`src/thresh_pkg.sv`:
```
// Shared types for the sample threshold stream block
// Stream beats, settings bus, packet header, register maps and framer states
`default_nettype none

package thresh_pkg;

  ////////////////////////////////////////////////////////////
  // Bus and stream types
  ////////////////////////////////////////////////////////////

  // One word on a valid/ready stream
  typedef struct packed {
    logic [31:0] data;
    logic        last;
  } stream_beat_t;

  // One write on the settings bus
  typedef struct packed {
    logic        stb;
    logic [7:0]  addr;
    logic [31:0] data;
  } set_bus_t;

  // Fields of the outgoing two-word header
  typedef struct packed {
    logic [11:0] seqnum;
    logic [15:0] length;
    logic [15:0] src_sid;
    logic [15:0] dst_sid;
  } pkt_hdr_t;

  ////////////////////////////////////////////////////////////
  // Register maps
  ////////////////////////////////////////////////////////////

  typedef enum logic [7:0] {
    SR_THRESHOLD = 8'd128,
    SR_SID       = 8'd129,
    SR_CLEAR     = 8'd130
  } sr_addr_e;

  typedef enum logic [7:0] {
    RB_THRESHOLD    = 8'd0,
    RB_SID          = 8'd1,
    RB_SAMPLES_IN   = 8'd2,
    RB_SAMPLES_KEPT = 8'd3
  } rb_addr_e;

  // Returned for any readback address not in the map
  localparam logic [63:0] RB_BAD = 64'h0BADC0DE_0BADC0DE;

  typedef enum logic [1:0] {
    S_IDLE,
    S_HDR0,
    S_HDR1,
    S_PAYLOAD
  } framer_state_e;

  // Word 0: seqnum in 27:16, length in 15:0
  function automatic logic [31:0] hdr_word0(input pkt_hdr_t h);
    return {4'd0, h.seqnum, h.length};
  endfunction

  // Word 1: destination SID high, source SID low
  function automatic logic [31:0] hdr_word1(input pkt_hdr_t h);
    return {h.dst_sid, h.src_sid};
  endfunction

endpackage

`default_nettype wire

```
`src/settings_regs.sv`:
```
// Settings registers for the threshold block
// Decodes settings writes and serves the combinational readback port
`timescale 1ns/1ns
`default_nettype none

module settings_regs (
  input  wire                      ce_clk,
  input  wire                      i_rst,
  // Settings bus
  input  wire thresh_pkg::set_bus_t i_set,
  // Readback
  input  wire thresh_pkg::rb_addr_e i_rb_addr,
  input  wire [31:0]               i_samples_in,
  input  wire [31:0]               i_samples_kept,
  // Register outputs
  output logic signed [31:0]       o_threshold,
  output logic [15:0]              o_src_sid,
  output logic [15:0]              o_dst_sid,
  output logic                     o_clear,
  output logic [63:0]              o_rb_data
);

  ////////////////////////////////////////////////////////////
  // Write decode
  ////////////////////////////////////////////////////////////

  always_ff @(posedge ce_clk) begin
    if (i_rst) begin
      o_threshold <= '0;
      o_src_sid   <= '0;
      o_dst_sid   <= '0;
      o_clear     <= 1'b0;
    end else begin
      // Clear is a single-cycle pulse
      o_clear <= 1'b0;
      if (i_set.stb) begin
        case (i_set.addr)
          thresh_pkg::SR_THRESHOLD: begin
            o_threshold <= i_set.data;
          end
          thresh_pkg::SR_SID: begin
            o_src_sid <= i_set.data[15:0];
            o_dst_sid <= i_set.data[31:16];
          end
          // Data value is ignored
          thresh_pkg::SR_CLEAR: begin
            o_clear <= 1'b1;
          end
          default: begin
          end
        endcase
      end
    end
  end

  ////////////////////////////////////////////////////////////
  // Readback mux
  ////////////////////////////////////////////////////////////

  always_comb begin
    case (i_rb_addr)
      thresh_pkg::RB_THRESHOLD:    o_rb_data = {32'd0, o_threshold};
      thresh_pkg::RB_SID:          o_rb_data = {32'd0, o_dst_sid, o_src_sid};
      thresh_pkg::RB_SAMPLES_IN:   o_rb_data = {32'd0, i_samples_in};
      thresh_pkg::RB_SAMPLES_KEPT: o_rb_data = {32'd0, i_samples_kept};
      default:                     o_rb_data = thresh_pkg::RB_BAD;
    endcase
  end

endmodule

`default_nettype wire

```
`src/sample_filter.sv`:
```
// Threshold compare stage
// Registers each beat with a keep flag and counts input and kept samples
`timescale 1ns/1ns
`default_nettype none

module sample_filter (
  input  wire                          ce_clk,
  input  wire                          i_rst,
  input  wire signed [31:0]            i_threshold,
  // Input stream
  input  wire thresh_pkg::stream_beat_t i_beat,
  input  wire                          i_valid,
  output logic                         o_ready,
  // Kept-beat stream
  output thresh_pkg::stream_beat_t     o_beat,
  output logic                         o_keep,
  output logic                         o_valid,
  input  wire                          i_ready,
  // Counters for readback
  output logic [31:0]                  o_samples_in,
  output logic [31:0]                  o_samples_kept
);

  logic accept;
  logic keep_now;

  // Stage takes a beat when empty or draining this cycle
  assign o_ready  = !o_valid || i_ready;
  assign accept   = i_valid && o_ready;

  // Strictly greater, equal samples are dropped
  assign keep_now = $signed(i_beat.data) > i_threshold;

  ////////////////////////////////////////////////////////////
  // Output register
  ////////////////////////////////////////////////////////////

  always_ff @(posedge ce_clk) begin
    if (i_rst) begin
      o_valid <= 1'b0;
    end else if (accept) begin
      o_valid <= 1'b1;
    end else if (i_ready) begin
      o_valid <= 1'b0;
    end
  end

  // Beat and flag only matter while o_valid is high
  always_ff @(posedge ce_clk) begin
    if (accept) begin
      o_beat <= i_beat;
      o_keep <= keep_now;
    end
  end

  ////////////////////////////////////////////////////////////
  // Sample counters
  ////////////////////////////////////////////////////////////

  always_ff @(posedge ce_clk) begin
    if (i_rst) begin
      o_samples_in   <= '0;
      o_samples_kept <= '0;
    end else if (accept) begin
      o_samples_in <= o_samples_in + 32'd1;
      if (keep_now) begin
        o_samples_kept <= o_samples_kept + 32'd1;
      end
    end
  end

endmodule

`default_nettype wire

```
`src/packet_buffer.sv`:
```
// Payload buffer for filtered packets
// Stores kept samples and queues the length of each committed packet
`timescale 1ns/1ns
`default_nettype none

module packet_buffer #(
  parameter int BUF_DEPTH = 64,
  parameter int LEN_DEPTH = 4
) (
  input  wire                          ce_clk,
  input  wire                          i_rst,
  // Kept-beat stream from the filter
  input  wire thresh_pkg::stream_beat_t i_beat,
  input  wire                          i_keep,
  input  wire                          i_valid,
  output logic                         o_ready,
  // Length queue
  output logic [15:0]                  o_len,
  output logic                         o_len_valid,
  input  wire                          i_len_pop,
  // Payload stream
  output logic [31:0]                  o_pay_data,
  output logic                         o_pay_valid,
  input  wire                          i_pay_ready
);

  localparam int AW  = $clog2(BUF_DEPTH);
  localparam int LAW = (LEN_DEPTH > 1) ? $clog2(LEN_DEPTH) : 1;

  logic [31:0]    mem [BUF_DEPTH];
  logic [AW-1:0]  wr_ptr;
  logic [AW-1:0]  rd_ptr;
  // Stored samples, and committed samples not yet read
  logic [AW:0]    fill;
  logic [AW:0]    avail;
  logic [15:0]    pkt_cnt;
  logic [15:0]    pkt_cnt_next;

  logic [15:0]    len_q [LEN_DEPTH];
  logic [LAW-1:0] lq_wr;
  logic [LAW-1:0] lq_rd;
  logic [LAW:0]   lq_count;

  logic           accept;
  logic           write;
  logic           read;
  logic           push;
  logic           pop;

  // Length queue depth need not be a power of two
  function automatic logic [LAW-1:0] lq_inc(input logic [LAW-1:0] p);
    return (p == LAW'(LEN_DEPTH - 1)) ? '0 : p + LAW'(1);
  endfunction

  assign o_ready      = (fill != (AW+1)'(BUF_DEPTH)) && (lq_count != (LAW+1)'(LEN_DEPTH));
  assign accept       = i_valid && o_ready;
  assign write        = accept && i_keep;
  assign pkt_cnt_next = pkt_cnt + {15'd0, i_keep};
  // Packets with nothing kept never reach the queue
  assign push         = accept && i_beat.last && (pkt_cnt_next != 16'd0);

  assign o_pay_valid  = (avail != '0);
  assign o_pay_data   = mem[rd_ptr];
  assign read         = o_pay_valid && i_pay_ready;

  assign o_len_valid  = (lq_count != '0);
  assign o_len        = len_q[lq_rd];
  assign pop          = i_len_pop && o_len_valid;

  ////////////////////////////////////////////////////////////
  // Sample memory
  ////////////////////////////////////////////////////////////

  always_ff @(posedge ce_clk) begin
    if (write) begin
      mem[wr_ptr] <= i_beat.data;
    end
    if (push) begin
      len_q[lq_wr] <= pkt_cnt_next;
    end
  end

  always_ff @(posedge ce_clk) begin
    if (i_rst) begin
      wr_ptr   <= '0;
      rd_ptr   <= '0;
      fill     <= '0;
      avail    <= '0;
      pkt_cnt  <= '0;
      lq_wr    <= '0;
      lq_rd    <= '0;
      lq_count <= '0;
    end else begin
      if (write) begin
        wr_ptr <= wr_ptr + AW'(1);
      end
      if (read) begin
        rd_ptr <= rd_ptr + AW'(1);
      end
      fill  <= fill + (AW+1)'(write) - (AW+1)'(read);
      avail <= avail + (push ? pkt_cnt_next[AW:0] : '0) - (AW+1)'(read);

      // Running count restarts after every last beat
      if (accept) begin
        pkt_cnt <= i_beat.last ? 16'd0 : pkt_cnt_next;
      end

      ////////////////////////////////////////////////////////////
      // Length queue
      ////////////////////////////////////////////////////////////
      if (push) begin
        lq_wr <= lq_inc(lq_wr);
      end
      if (pop) begin
        lq_rd <= lq_inc(lq_rd);
      end
      lq_count <= lq_count + (LAW+1)'(push) - (LAW+1)'(pop);
    end
  end

endmodule

`default_nettype wire

```
`src/header_framer.sv`:
```
// Packet framer
// Sends a two-word header and then the buffered payload of one packet
`timescale 1ns/1ns
`default_nettype none

module header_framer (
  input  wire                      ce_clk,
  input  wire                      i_rst,
  input  wire                      i_clear,
  input  wire [15:0]               i_src_sid,
  input  wire [15:0]               i_dst_sid,
  // Length queue
  input  wire [15:0]               i_len,
  input  wire                      i_len_valid,
  output logic                     o_len_pop,
  // Payload from the buffer
  input  wire [31:0]               i_pay_data,
  input  wire                      i_pay_valid,
  output logic                     o_pay_ready,
  // Output stream
  output thresh_pkg::stream_beat_t o_beat,
  output logic                     o_valid,
  input  wire                      i_ready
);

  thresh_pkg::framer_state_e state;
  thresh_pkg::pkt_hdr_t      hdr;
  logic [11:0]               seqnum;
  logic [15:0]               remain;
  logic                      start;
  logic                      in_payload;
  logic                      final_word;

  assign start       = (state == thresh_pkg::S_IDLE) && i_len_valid;
  assign in_payload  = (state == thresh_pkg::S_PAYLOAD);
  assign final_word  = (remain == 16'd1);
  assign o_pay_ready = in_payload && i_ready;
  assign o_len_pop   = in_payload && i_pay_valid && i_ready && final_word;

  always_comb begin
    o_beat  = '0;
    o_valid = 1'b0;
    case (state)
      thresh_pkg::S_HDR0: begin
        o_beat.data = thresh_pkg::hdr_word0(hdr);
        o_valid     = 1'b1;
      end
      thresh_pkg::S_HDR1: begin
        o_beat.data = thresh_pkg::hdr_word1(hdr);
        o_valid     = 1'b1;
      end
      thresh_pkg::S_PAYLOAD: begin
        o_beat.data = i_pay_data;
        o_beat.last = final_word;
        o_valid     = i_pay_valid;
      end
      default: begin
      end
    endcase
  end

  always_ff @(posedge ce_clk) begin
    if (i_rst) begin
      state  <= thresh_pkg::S_IDLE;
      seqnum <= '0;
    end else begin
      // A clear in the start cycle already applies to this header
      if (start) begin
        seqnum <= i_clear ? 12'd1 : seqnum + 12'd1;
      end else if (i_clear) begin
        seqnum <= '0;
      end
      case (state)
        thresh_pkg::S_IDLE:    if (i_len_valid) state <= thresh_pkg::S_HDR0;
        thresh_pkg::S_HDR0:    if (i_ready) state <= thresh_pkg::S_HDR1;
        thresh_pkg::S_HDR1:    if (i_ready) state <= thresh_pkg::S_PAYLOAD;
        thresh_pkg::S_PAYLOAD: if (o_len_pop) state <= thresh_pkg::S_IDLE;
        default:               state <= thresh_pkg::S_IDLE;
      endcase
    end
  end

  // Header fields and word count for the packet in flight
  always_ff @(posedge ce_clk) begin
    if (start) begin
      hdr.seqnum  <= i_clear ? 12'd0 : seqnum;
      hdr.length  <= i_len;
      hdr.src_sid <= i_src_sid;
      hdr.dst_sid <= i_dst_sid;
      remain      <= i_len;
    end else if (in_payload && i_pay_valid && i_ready) begin
      remain <= remain - 16'd1;
    end
  end

endmodule

`default_nettype wire

```
`src/threshold_block.sv`:
```
// Sample threshold stream block
// Filters signed samples against a threshold and reframes each packet
`timescale 1ns/1ns
`default_nettype none

module threshold_block #(
  parameter int BUF_DEPTH = 64,
  parameter int LEN_DEPTH = 4
) (
  input  wire                          ce_clk,
  input  wire                          i_rst,
  // Settings and readback
  input  wire thresh_pkg::set_bus_t     i_set,
  input  wire thresh_pkg::rb_addr_e     i_rb_addr,
  output wire [63:0]                   o_rb_data,
  // Input stream
  input  wire thresh_pkg::stream_beat_t i_in_beat,
  input  wire                          i_in_valid,
  output wire                          o_in_ready,
  // Output stream
  output wire thresh_pkg::stream_beat_t o_out_beat,
  output wire                          o_out_valid,
  input  wire                          i_out_ready
);

  wire signed [31:0]        threshold;
  wire [15:0]               src_sid;
  wire [15:0]               dst_sid;
  wire                      clear;
  wire [31:0]               samples_in;
  wire [31:0]               samples_kept;

  // Filter to buffer
  wire thresh_pkg::stream_beat_t kept_beat;
  wire                      kept_keep;
  wire                      kept_valid;
  wire                      kept_ready;

  // Buffer to framer
  wire [15:0]               len;
  wire                      len_valid;
  wire                      len_pop;
  wire [31:0]               pay_data;
  wire                      pay_valid;
  wire                      pay_ready;

  ////////////////////////////////////////////////////////////
  // Settings, filter, buffer and framer
  ////////////////////////////////////////////////////////////

  settings_regs u_settings (
    .ce_clk(ce_clk), .i_rst(i_rst),
    .i_set(i_set), .i_rb_addr(i_rb_addr),
    .i_samples_in(samples_in), .i_samples_kept(samples_kept),
    .o_threshold(threshold), .o_src_sid(src_sid), .o_dst_sid(dst_sid),
    .o_clear(clear), .o_rb_data(o_rb_data));

  sample_filter u_filter (
    .ce_clk(ce_clk), .i_rst(i_rst), .i_threshold(threshold),
    .i_beat(i_in_beat), .i_valid(i_in_valid), .o_ready(o_in_ready),
    .o_beat(kept_beat), .o_keep(kept_keep), .o_valid(kept_valid), .i_ready(kept_ready),
    .o_samples_in(samples_in), .o_samples_kept(samples_kept));

  packet_buffer #(
    .BUF_DEPTH(BUF_DEPTH),
    .LEN_DEPTH(LEN_DEPTH))
  u_buffer (
    .ce_clk(ce_clk), .i_rst(i_rst),
    .i_beat(kept_beat), .i_keep(kept_keep), .i_valid(kept_valid), .o_ready(kept_ready),
    .o_len(len), .o_len_valid(len_valid), .i_len_pop(len_pop),
    .o_pay_data(pay_data), .o_pay_valid(pay_valid), .i_pay_ready(pay_ready));

  header_framer u_framer (
    .ce_clk(ce_clk), .i_rst(i_rst), .i_clear(clear),
    .i_src_sid(src_sid), .i_dst_sid(dst_sid),
    .i_len(len), .i_len_valid(len_valid), .o_len_pop(len_pop),
    .i_pay_data(pay_data), .i_pay_valid(pay_valid), .o_pay_ready(pay_ready),
    .o_beat(o_out_beat), .o_valid(o_out_valid), .i_ready(i_out_ready));

endmodule

`default_nettype wire

```
`config.mk`:
```
export PLATFORM = sky130hd
export DESIGN_NAME = threshold_block
export DESIGN_NICKNAME = d
export VERILOG_FILES = /design/src/thresh_pkg.sv /design/src/settings_regs.sv /design/src/sample_filter.sv /design/src/packet_buffer.sv /design/src/header_framer.sv /design/src/threshold_block.sv
export SDC_FILE = /design/constraint.sdc
export NUM_CORES = 2
export LEC_CHECK = 0
export BUFFER_PORTS_ARGS = -buffer_cell sky130_fd_sc_hd__buf_4
export CELL_PAD_IN_SITES_DETAIL_PLACEMENT = 1
export CELL_PAD_IN_SITES_GLOBAL_PLACEMENT = 2
export CORE_MARGIN = 5
export CORE_UTILIZATION = 44
export CTS_CLUSTER_SIZE = 20
export DETAILED_ROUTE_END_ITERATION = 10
export PLACE_DENSITY_LB_ADDON = 0.1
export RECOVER_POWER = 50
export REMOVE_ABC_BUFFERS = 1
export SLEW_MARGIN = 20
export SYNTH_ARGS = -nofsm -noshare
export SYNTH_HDL_FRONTEND = slang
export SYNTH_SLANG_ARGS = --single-unit
```
`constraint.sdc`:
```
create_clock -name ce_clk -period 4.11 [get_ports ce_clk]
set_input_delay 0.411 -clock ce_clk [delete_from_list [all_inputs] [get_ports ce_clk]]
set_output_delay 0.411 -clock ce_clk [all_outputs]
set_load 0.005 [all_outputs]
```
### Yosys cells after proc, flatten, opt, wreduce, memory -nomap -nowiden

Memories as Yosys holds them, arrays and structs flattened. A register that Yosys moved wholly into a read port is not among the register bits.
Index checks and enable logic that the tools add are counted.

| operators by class | value |
|---|---|
| add/sub/neg operators | 15 |
| $mul | 0 |
| divide/modulo/power cells | 0 |
| order comparisons | 1 |
| eq/ne operators | 18 |
| shifts and indexed selects | 0 |
| muxes and demuxes | 29 |
| bitwise gates (word level) | 1 |
| reduce and logical (&&, ||, !) cells | 28 |

Operators by type and width:

| kind | count |
|---|---|
| 60-bit case mux with 4 select lines | 1 |
| 32-bit case mux with 3 select lines | 1 |
| 32-bit by 1-bit adder with 32-bit output, second input constant | 2 |
| 16-bit two-way mux | 3 |
| 12-bit two-way mux | 3 |
| 32-bit > comparator | 1 |
| 8-bit == test, second input constant | 3 |
| 16-bit by 1-bit adder with 16-bit output | 1 |
| 16-bit by 1-bit == test with 1-bit output, second input constant | 1 |
| 8-bit by 2-bit == test with 1-bit output, second input constant | 2 |
| 2-bit two-way mux | 8 |
| 16-bit nonzero test | 1 |
| 16-bit by 1-bit subtractor with 16-bit output, second input constant | 1 |
| 7-bit by 1-bit subtractor with 7-bit output | 2 |
| 1-bit logical AND | 13 |
| 12-bit by 1-bit adder with 12-bit output, second input constant | 1 |
| 6-bit by 1-bit adder with 6-bit output, second input constant | 2 |
| 6-bit two-way mux | 2 |
| 2-bit == test, second input constant | 4 |
| 8-bit by 1-bit == test with 1-bit output, second input constant | 1 |
| 8-bit zero test | 1 |
| 1-bit two-way mux | 8 |
| 2-bit != test, second input constant | 4 |
| 2-bit case mux with 4 select lines | 1 |
| 20 further kinds | 25 |

| storage, ports and cells | value |
|---|---|
| register bits | 303 |
| bits in latches | 0 |
| memory bits (writable) | 2112 |
| memory bits (read-only) | 0 |
| input port bits | 86 |
| logic and storage cells | 119 |
| memories kept | 2 |

Memory list:

| name | depth | bits a word | read ports | clocked after memory_dff | write ports | line | text |
|---|---|---|---|---|---|---|---|
| u_buffer.mem | 64 | 32 | 1 | 1 | 1 | packet_buffer.sv:30 | `logic [31:0] mem [BUF_DEPTH];` |
| u_buffer.len_q | 4 | 16 | 1 | 1 | 1 | packet_buffer.sv:39 | `logic [15:0] len_q [LEN_DEPTH];` |

### Longest topological paths before layout

| logic depth | value |
|---|---|
| word-level depth | 8 |
| gate-level depth with buffers | 19 |
| gate-level depth less buffers | 19 |

### Modules after synthesis

Synthesis repeated with hierarchy kept, for this count alone.

| second synthesis, totals | value |
|---|---|
| cell total of the unflattened synthesis | 4675 |
| area total of the unflattened synthesis | 96242.3 um2 |

By module, submodules not included:

| module | times used | cells an instance | area an instance (um2) | sequential area each (um2) |
|---|---|---|---|---|
| packet_buffer | 1 | 3490 | 83445.0 | 64561.9 |
| sample_filter | 1 | 495 | 4830.9 | 2322.2 |
| header_framer | 1 | 330 | 4006.3 | 2562.5 |
| settings_regs | 1 | 360 | 3960.0 | 1301.2 |

### Worst setup path before layout

Ideal clock, no wire load.

| timing | value |
|---|---|
| kind | register to register |
| from | register u_filter.o_keep |
| to | register u_buffer.avail[6] |
| setup time | 0.059 ns |
| arrival time | 3.914 ns |
| required time | 4.051 ns |
| path slack | 0.138 ns |
| cell stages (with the launch flop) | 20 |
| path buffers | 0 |
| clock period less this slack | 3.972 ns |
| path through | edfxtp_1 > ha_1 > ha_1 > nand4_2 > nor4_2 > xor2_1 > nor3_1 > and4_4 > nor2_1 > nand2_1 > ha_1 > inv_1 > ha_1 > nor2b_1 > o31a_1 > o21ai_0 > nand2b_1 > xnor2_1 > a211o_1 > nand2_1 |

| between the ends | value |
|---|---|
| cells in the longest elaborated chain, start to end | 6 |

Ends and longest elaborated chain:

| item | line | text |
|---|---|---|
| start, declared | sample_filter.sv:16 | `output logic o_keep,` |
| start signal, assigned | sample_filter.sv:52 | `o_keep <= keep_now;` |
| 16-bit by 1-bit adder with 16-bit output | packet_buffer.sv:58 | `assign pkt_cnt_next = pkt_cnt + {15'd0, i_keep};` |
| named net u_buffer.pkt_cnt_next[12] | packet_buffer.sv:37 | `logic [15:0] pkt_cnt_next;` |
| 16-bit nonzero test | packet_buffer.sv:60 | `assign push = accept && i_beat.last && (pkt_cnt_next != 16'd0);` |
| 1-bit logical AND | packet_buffer.sv:60 |  |
| 7-bit two-way mux | packet_buffer.sv:101 | `avail <= avail + (push ? pkt_cnt_next[AW:0] : '0) - (AW+1)'(read);` |
| 7-bit adder | packet_buffer.sv:101 |  |
| 7-bit by 1-bit subtractor with 7-bit output | packet_buffer.sv:101 |  |
| end signal, assigned | packet_buffer.sv:101 |  |
| end, declared | packet_buffer.sv:35 | `logic [AW:0] avail;` |

The timed path passes the listed nets, and every way through them passes these cells.
A chain may end at the register's enable or synchronous reset.

==> results.txt <==
----------------------------------------------------
[Logic synthesis]
  Share of synthesized flip-flops with an asynchronous set or reset ... 0%
  Netlist Area Pre-Place ... 95000 um^2
  Number of flops mapped to enable cells by yosys ... between 2000 and 2500
  Synthesis-stage register bit count ... ~2400
  Post-synth top flop ... sky130_fd_sc_hd__edfxtp_1
  Number of library cell types mapped by synthesis ... 74
  Mapped Cells ... a little under 5000
  Post-synthesis sequential area ratio ... 74.5%
  YS warnings ... 0
  Syn Area/Cell ... around 19 um^2

[Routing]
  Antenna violation net count after detailed routing ... 0
  Wire length on met3 ... 19.2 mm
  Final wirelength ... 289 mm
  Detail Route met2 WL ... ~140 mm
  Highest metal used ... met4
  Number of optimization iterations in the first detailed-route pass ... 8
  Mean routed wirelength per cell ... roughly 33 um
  Vias/cell ... ~6.0
  Initial drt markers ... 5530
  Total via count in the routed design ... ~52000
  Number of remaining DRC errors ... 0
  Met1 WL ... 122 mm

[Layout]
  Area Overhead vs Synth ... 20.7%
  Net count of the finished layout ... a little under 6000
  Core utilization of the finished layout ... 53.4%
  Most frequent cells in the layout ... sky130_fd_sc_hd__edfxtp_1 (2222), sky130_fd_sc_hd__mux4_2 (596), sky130_fd_sc_hd__buf_4 (373)
  Design area ... approximately 110000 um^2
  Most common cell after layout, fill and taps aside ... sky130_fd_sc_hd__edfxtp_1
  Share of post-route cells with drive strength above 1 ... a little under a third

[Timing]
  Number of max-slew violations in the final report ... about 2200
  Worst slew margin relative to its limit ... -140%
  Least setup slack across all paths after layout ... -0.378 ns
  Number of setup violations in the final report ... 57
  Period utilisation layout ... 109%
  Minimum clock period after layout ... between 4 and 5 ns
  Actual transition at the worst max-transition pin ... about 3.6 ns
  Setup repair after global routing missed its margin ... yes
  Final hold violation count ... 0
  Post-Route Skew ... roughly 0.060 ns
  Aggregate negative setup slack ... -8.27 ns
  Max Fclk ... ~220 MHz

[Clock tree]
  Clock buffers created by TritonCTS ... around 280
  TritonCTS clock tree ... yes
  Clock-pin slew reported for the worst setup and hold paths after clock tree synthesis ... ~0.060 ns
  Maximum clock insertion buffer count ... 4
  Clock root cell ... sky130_fd_sc_hd__clkbuf_16
  Clock Sinks ... 2423
  H-Tree Level Count ... 5
  Latest clock arrival within the worst-skew pair ... 0.94 ns

[Die]
  Core region area ... 215000 um^2
  Overall die area ... between 200000 and 250000 um^2
  Boundary Pins ... 185
  Initial core utilization ... approximately 44%
  Die Y-Extent ... 475 um
  Row count ... 170
  Die boundary width ... about 470 um

[Placed design]
  Dpl ws ... -0.0219 ns
  I/O Buffers ... between 150 and 200
  Cell area after placement ... between 100000 and 150000 um^2
  RePlAce Congestion ... about 0.80
  Half-perimeter wire length of the detailed placement result ... 169 mm

[Status]
  Violations in the final reports ... capacitance limit, slew limit, setup timing
  Outcome ... finished, violations left

[Critical path]
  Critical-path cell list ... buf_12 > buf_12 > buf_16 > buf_4 > buf_4 > mux4_2 > a22oi_2 > nand2_1 > a211oi_1 > buf_4 > a21oi_1 > a222oi_1 > nor2_1 > buf_4
  Cell type with the highest occurrence count on the critical path ... sky130_fd_sc_hd__buf_4
  Delay of the slowest cell on the worst path ... about 0.50 ns
  Critical Path RT ... around 3.7 ns
  Kind of start point of the critical path ... flop
  Critical Path Slowest Stage Cell ... sky130_fd_sc_hd__mux4_2
  CP arrival ... between 4 and 5 ns
  Kind of capture point of the worst setup path ... primary output
  Slack of the worst reg-to-reg path ... -0.10 ns
  Reg2Reg Depth ... 20
  Category of the critical setup timing path ... reg2out
  Max Fanout on Critical Path ... 6
  End of the worst register-to-register path ... u_buffer.avail[6]
  End of the critical path ... o_out_beat[12]
  Launch point of the worst reg-to-reg path ... u_filter.o_keep

[Global routing]
  Wire length of the first global-routing pass ... 409 mm
  Total Routing Usage GR ... 25.7%
  Global-route congestion overflow total ... 0
  Number of antenna violations at the first check in global routing ... 7
  Maximum number of pins on one net before global-route repair ... a little under 90
  Via count of the first global-routing pass ... 53500

[Power]
  Combinational cell fraction of total power ... about 5.3%
  Leakage power ... approximately 0.036 uW
  Design internal power ... 42100 uW
  Share of power burned in the clock network ... approximately 44%
  Sequential share of power ... between 50% and 60%
  Worst ir drop on vdd ... 0.000367 V
  PnR Total Power ... roughly 54000 uW
  Net switching power ... ~12000 uW
  Pwr/cell area ... approximately 470 nW/um^2
  Switching part of the total ... 21.6%

[Worst hold path]
  Path category of the worst min-delay check ... in2reg

[Run]
  Max-cap violation count ... 36

----------------------------------------------------
[layer usage]
metal  vias up  track usage [%]
met1     28100             36.7
met2      1884             41.5
li1      21500                -
met4         0             6.36
met5         -                0
met3       384             4.16
[power groups by stage]
stage	sequential, uW	clock (uW)	combinational, uW
finish	27500	23300	2830
global route	27500	25000	3040
CTS	27400	23800	2880
detailed placement	28000	0	2680
global placement	27900	0	2610
floorplan	28200	0	1230
[cell type report]
class	instances	area (um^2)
Fill cell	19100	100000
Clock inverter	105	865
Inverter	90	339
Clock buffer	363	7520
Multi-Input combinational cell	2113	24100
Timing Repair Buffer	731	7570
Sequential cell	2423	70800
Antenna cell	4	10.0
Tap cell	2838	3550
[kinds of logic (layout without fill, tap and decap cells)]
kind of cell               Yosys count  after routing  share of synthesized area [%]
adders and majority gates           77             77                           1.04
other                                1             20                        0.00395
muxes                              618            618                           14.4
AOI/OAI and AO/OA                  581            581                           4.00
xor gates and xnor gates            82             82                          0.756
buffers and inverters              386           1289                           1.72
DFF                               2423           2423                           74.5
and+or+nand+nor                    739            739                           3.67
[per-stage QoR]
step | std cells | hold slack [ns]
finish | 8667 | 0.00990
floorplan | 4626 | 0.425
CTS | 8639 | 0.000406
detailed placement | 7993 | 0.453
global route | 8664 | 0.0505
global placement | 7992 | 0.451
[cell usage after synthesis, types with 53 or more instances]
cell type / instances / area share (%)
sky130_fd_sc_hd__edfxtp_1: 2222 / 70
sky130_fd_sc_hd__mux4_2: 596 / 14
sky130_fd_sc_hd__nand2_1: 262 / 1.0
sky130_fd_sc_hd__nor2_1: 216 / 0.85
sky130_fd_sc_hd__a21oi_1: 212 / 1.1
sky130_fd_sc_hd__dfxtp_1: 201 / 4.2
sky130_fd_sc_hd__a22oi_1: 175 / 1.4
sky130_fd_sc_hd__clkbuf_1: 175 / 0.69
sky130_fd_sc_hd__inv_1: 89 / 0.35
sky130_fd_sc_hd__ha_1: 74 / 0.97
sky130_fd_sc_hd__o21ai_0: 70 / 0.37
sky130_fd_sc_hd__buf_2: 56 / 0.29
sky130_fd_sc_hd__xor2_1: 53 / 0.49
[worst min-delay path by stage]
stage / slack, ns / to / startpoint / cells after the start
2_1_floorplan: 0.42 / u_framer.hdr[0] / u_settings.o_dst_sid[0] / 0
3_3_place_gp: 0.45 / u_framer.hdr[14] / u_settings.o_dst_sid[14] / 0
3_5_place_dp: 0.45 / u_framer.hdr[6] / u_settings.o_dst_sid[6] / 0
4_1_cts: 0.0004 / u_filter.o_samples_kept[0] / i_rst / 2
5_1_grt: 0.05 / u_filter.o_samples_kept[0] / i_rst / 2
6_report: 0.01 / u_filter.o_samples_kept[0] / i_rst / 2
[state kept, by name, summed over array words and instances, names as in the netlist, 12 cells and up, named ones only]
signal	flops
u_settings.o_dst_sid	16
u_filter.o_samples_kept	32
u_framer.remain	16
u_settings.o_threshold	32
u_filter.o_beat	33
u_settings.o_src_sid	16
u_buffer.mem	2048
u_filter.o_samples_in	32
u_framer.hdr	60
u_buffer.pkt_cnt	16
u_framer.seqnum	12
u_buffer.len_q	64
[repair_timing]
action	CTS	global route
hold buffers	70	0
endpoints found under the hold margin	100	0
pin swaps	70	50
gates resized for setup	254	88
cloned	22	2
buffers inserted	91	24
endpoints found under the setup margin	34	34
[worst max-delay path, delay by kind of cell, from the launching register on]
kind                   cells  cell delay (ns)
and+or+nand+nor            2             0.20
AOI/OAI and AO/OA          4             1.00
muxes                      1             0.50
DFF                        1             0.38
buffers and inverters      7             1.04
Power figures use the tool's default switching activity.
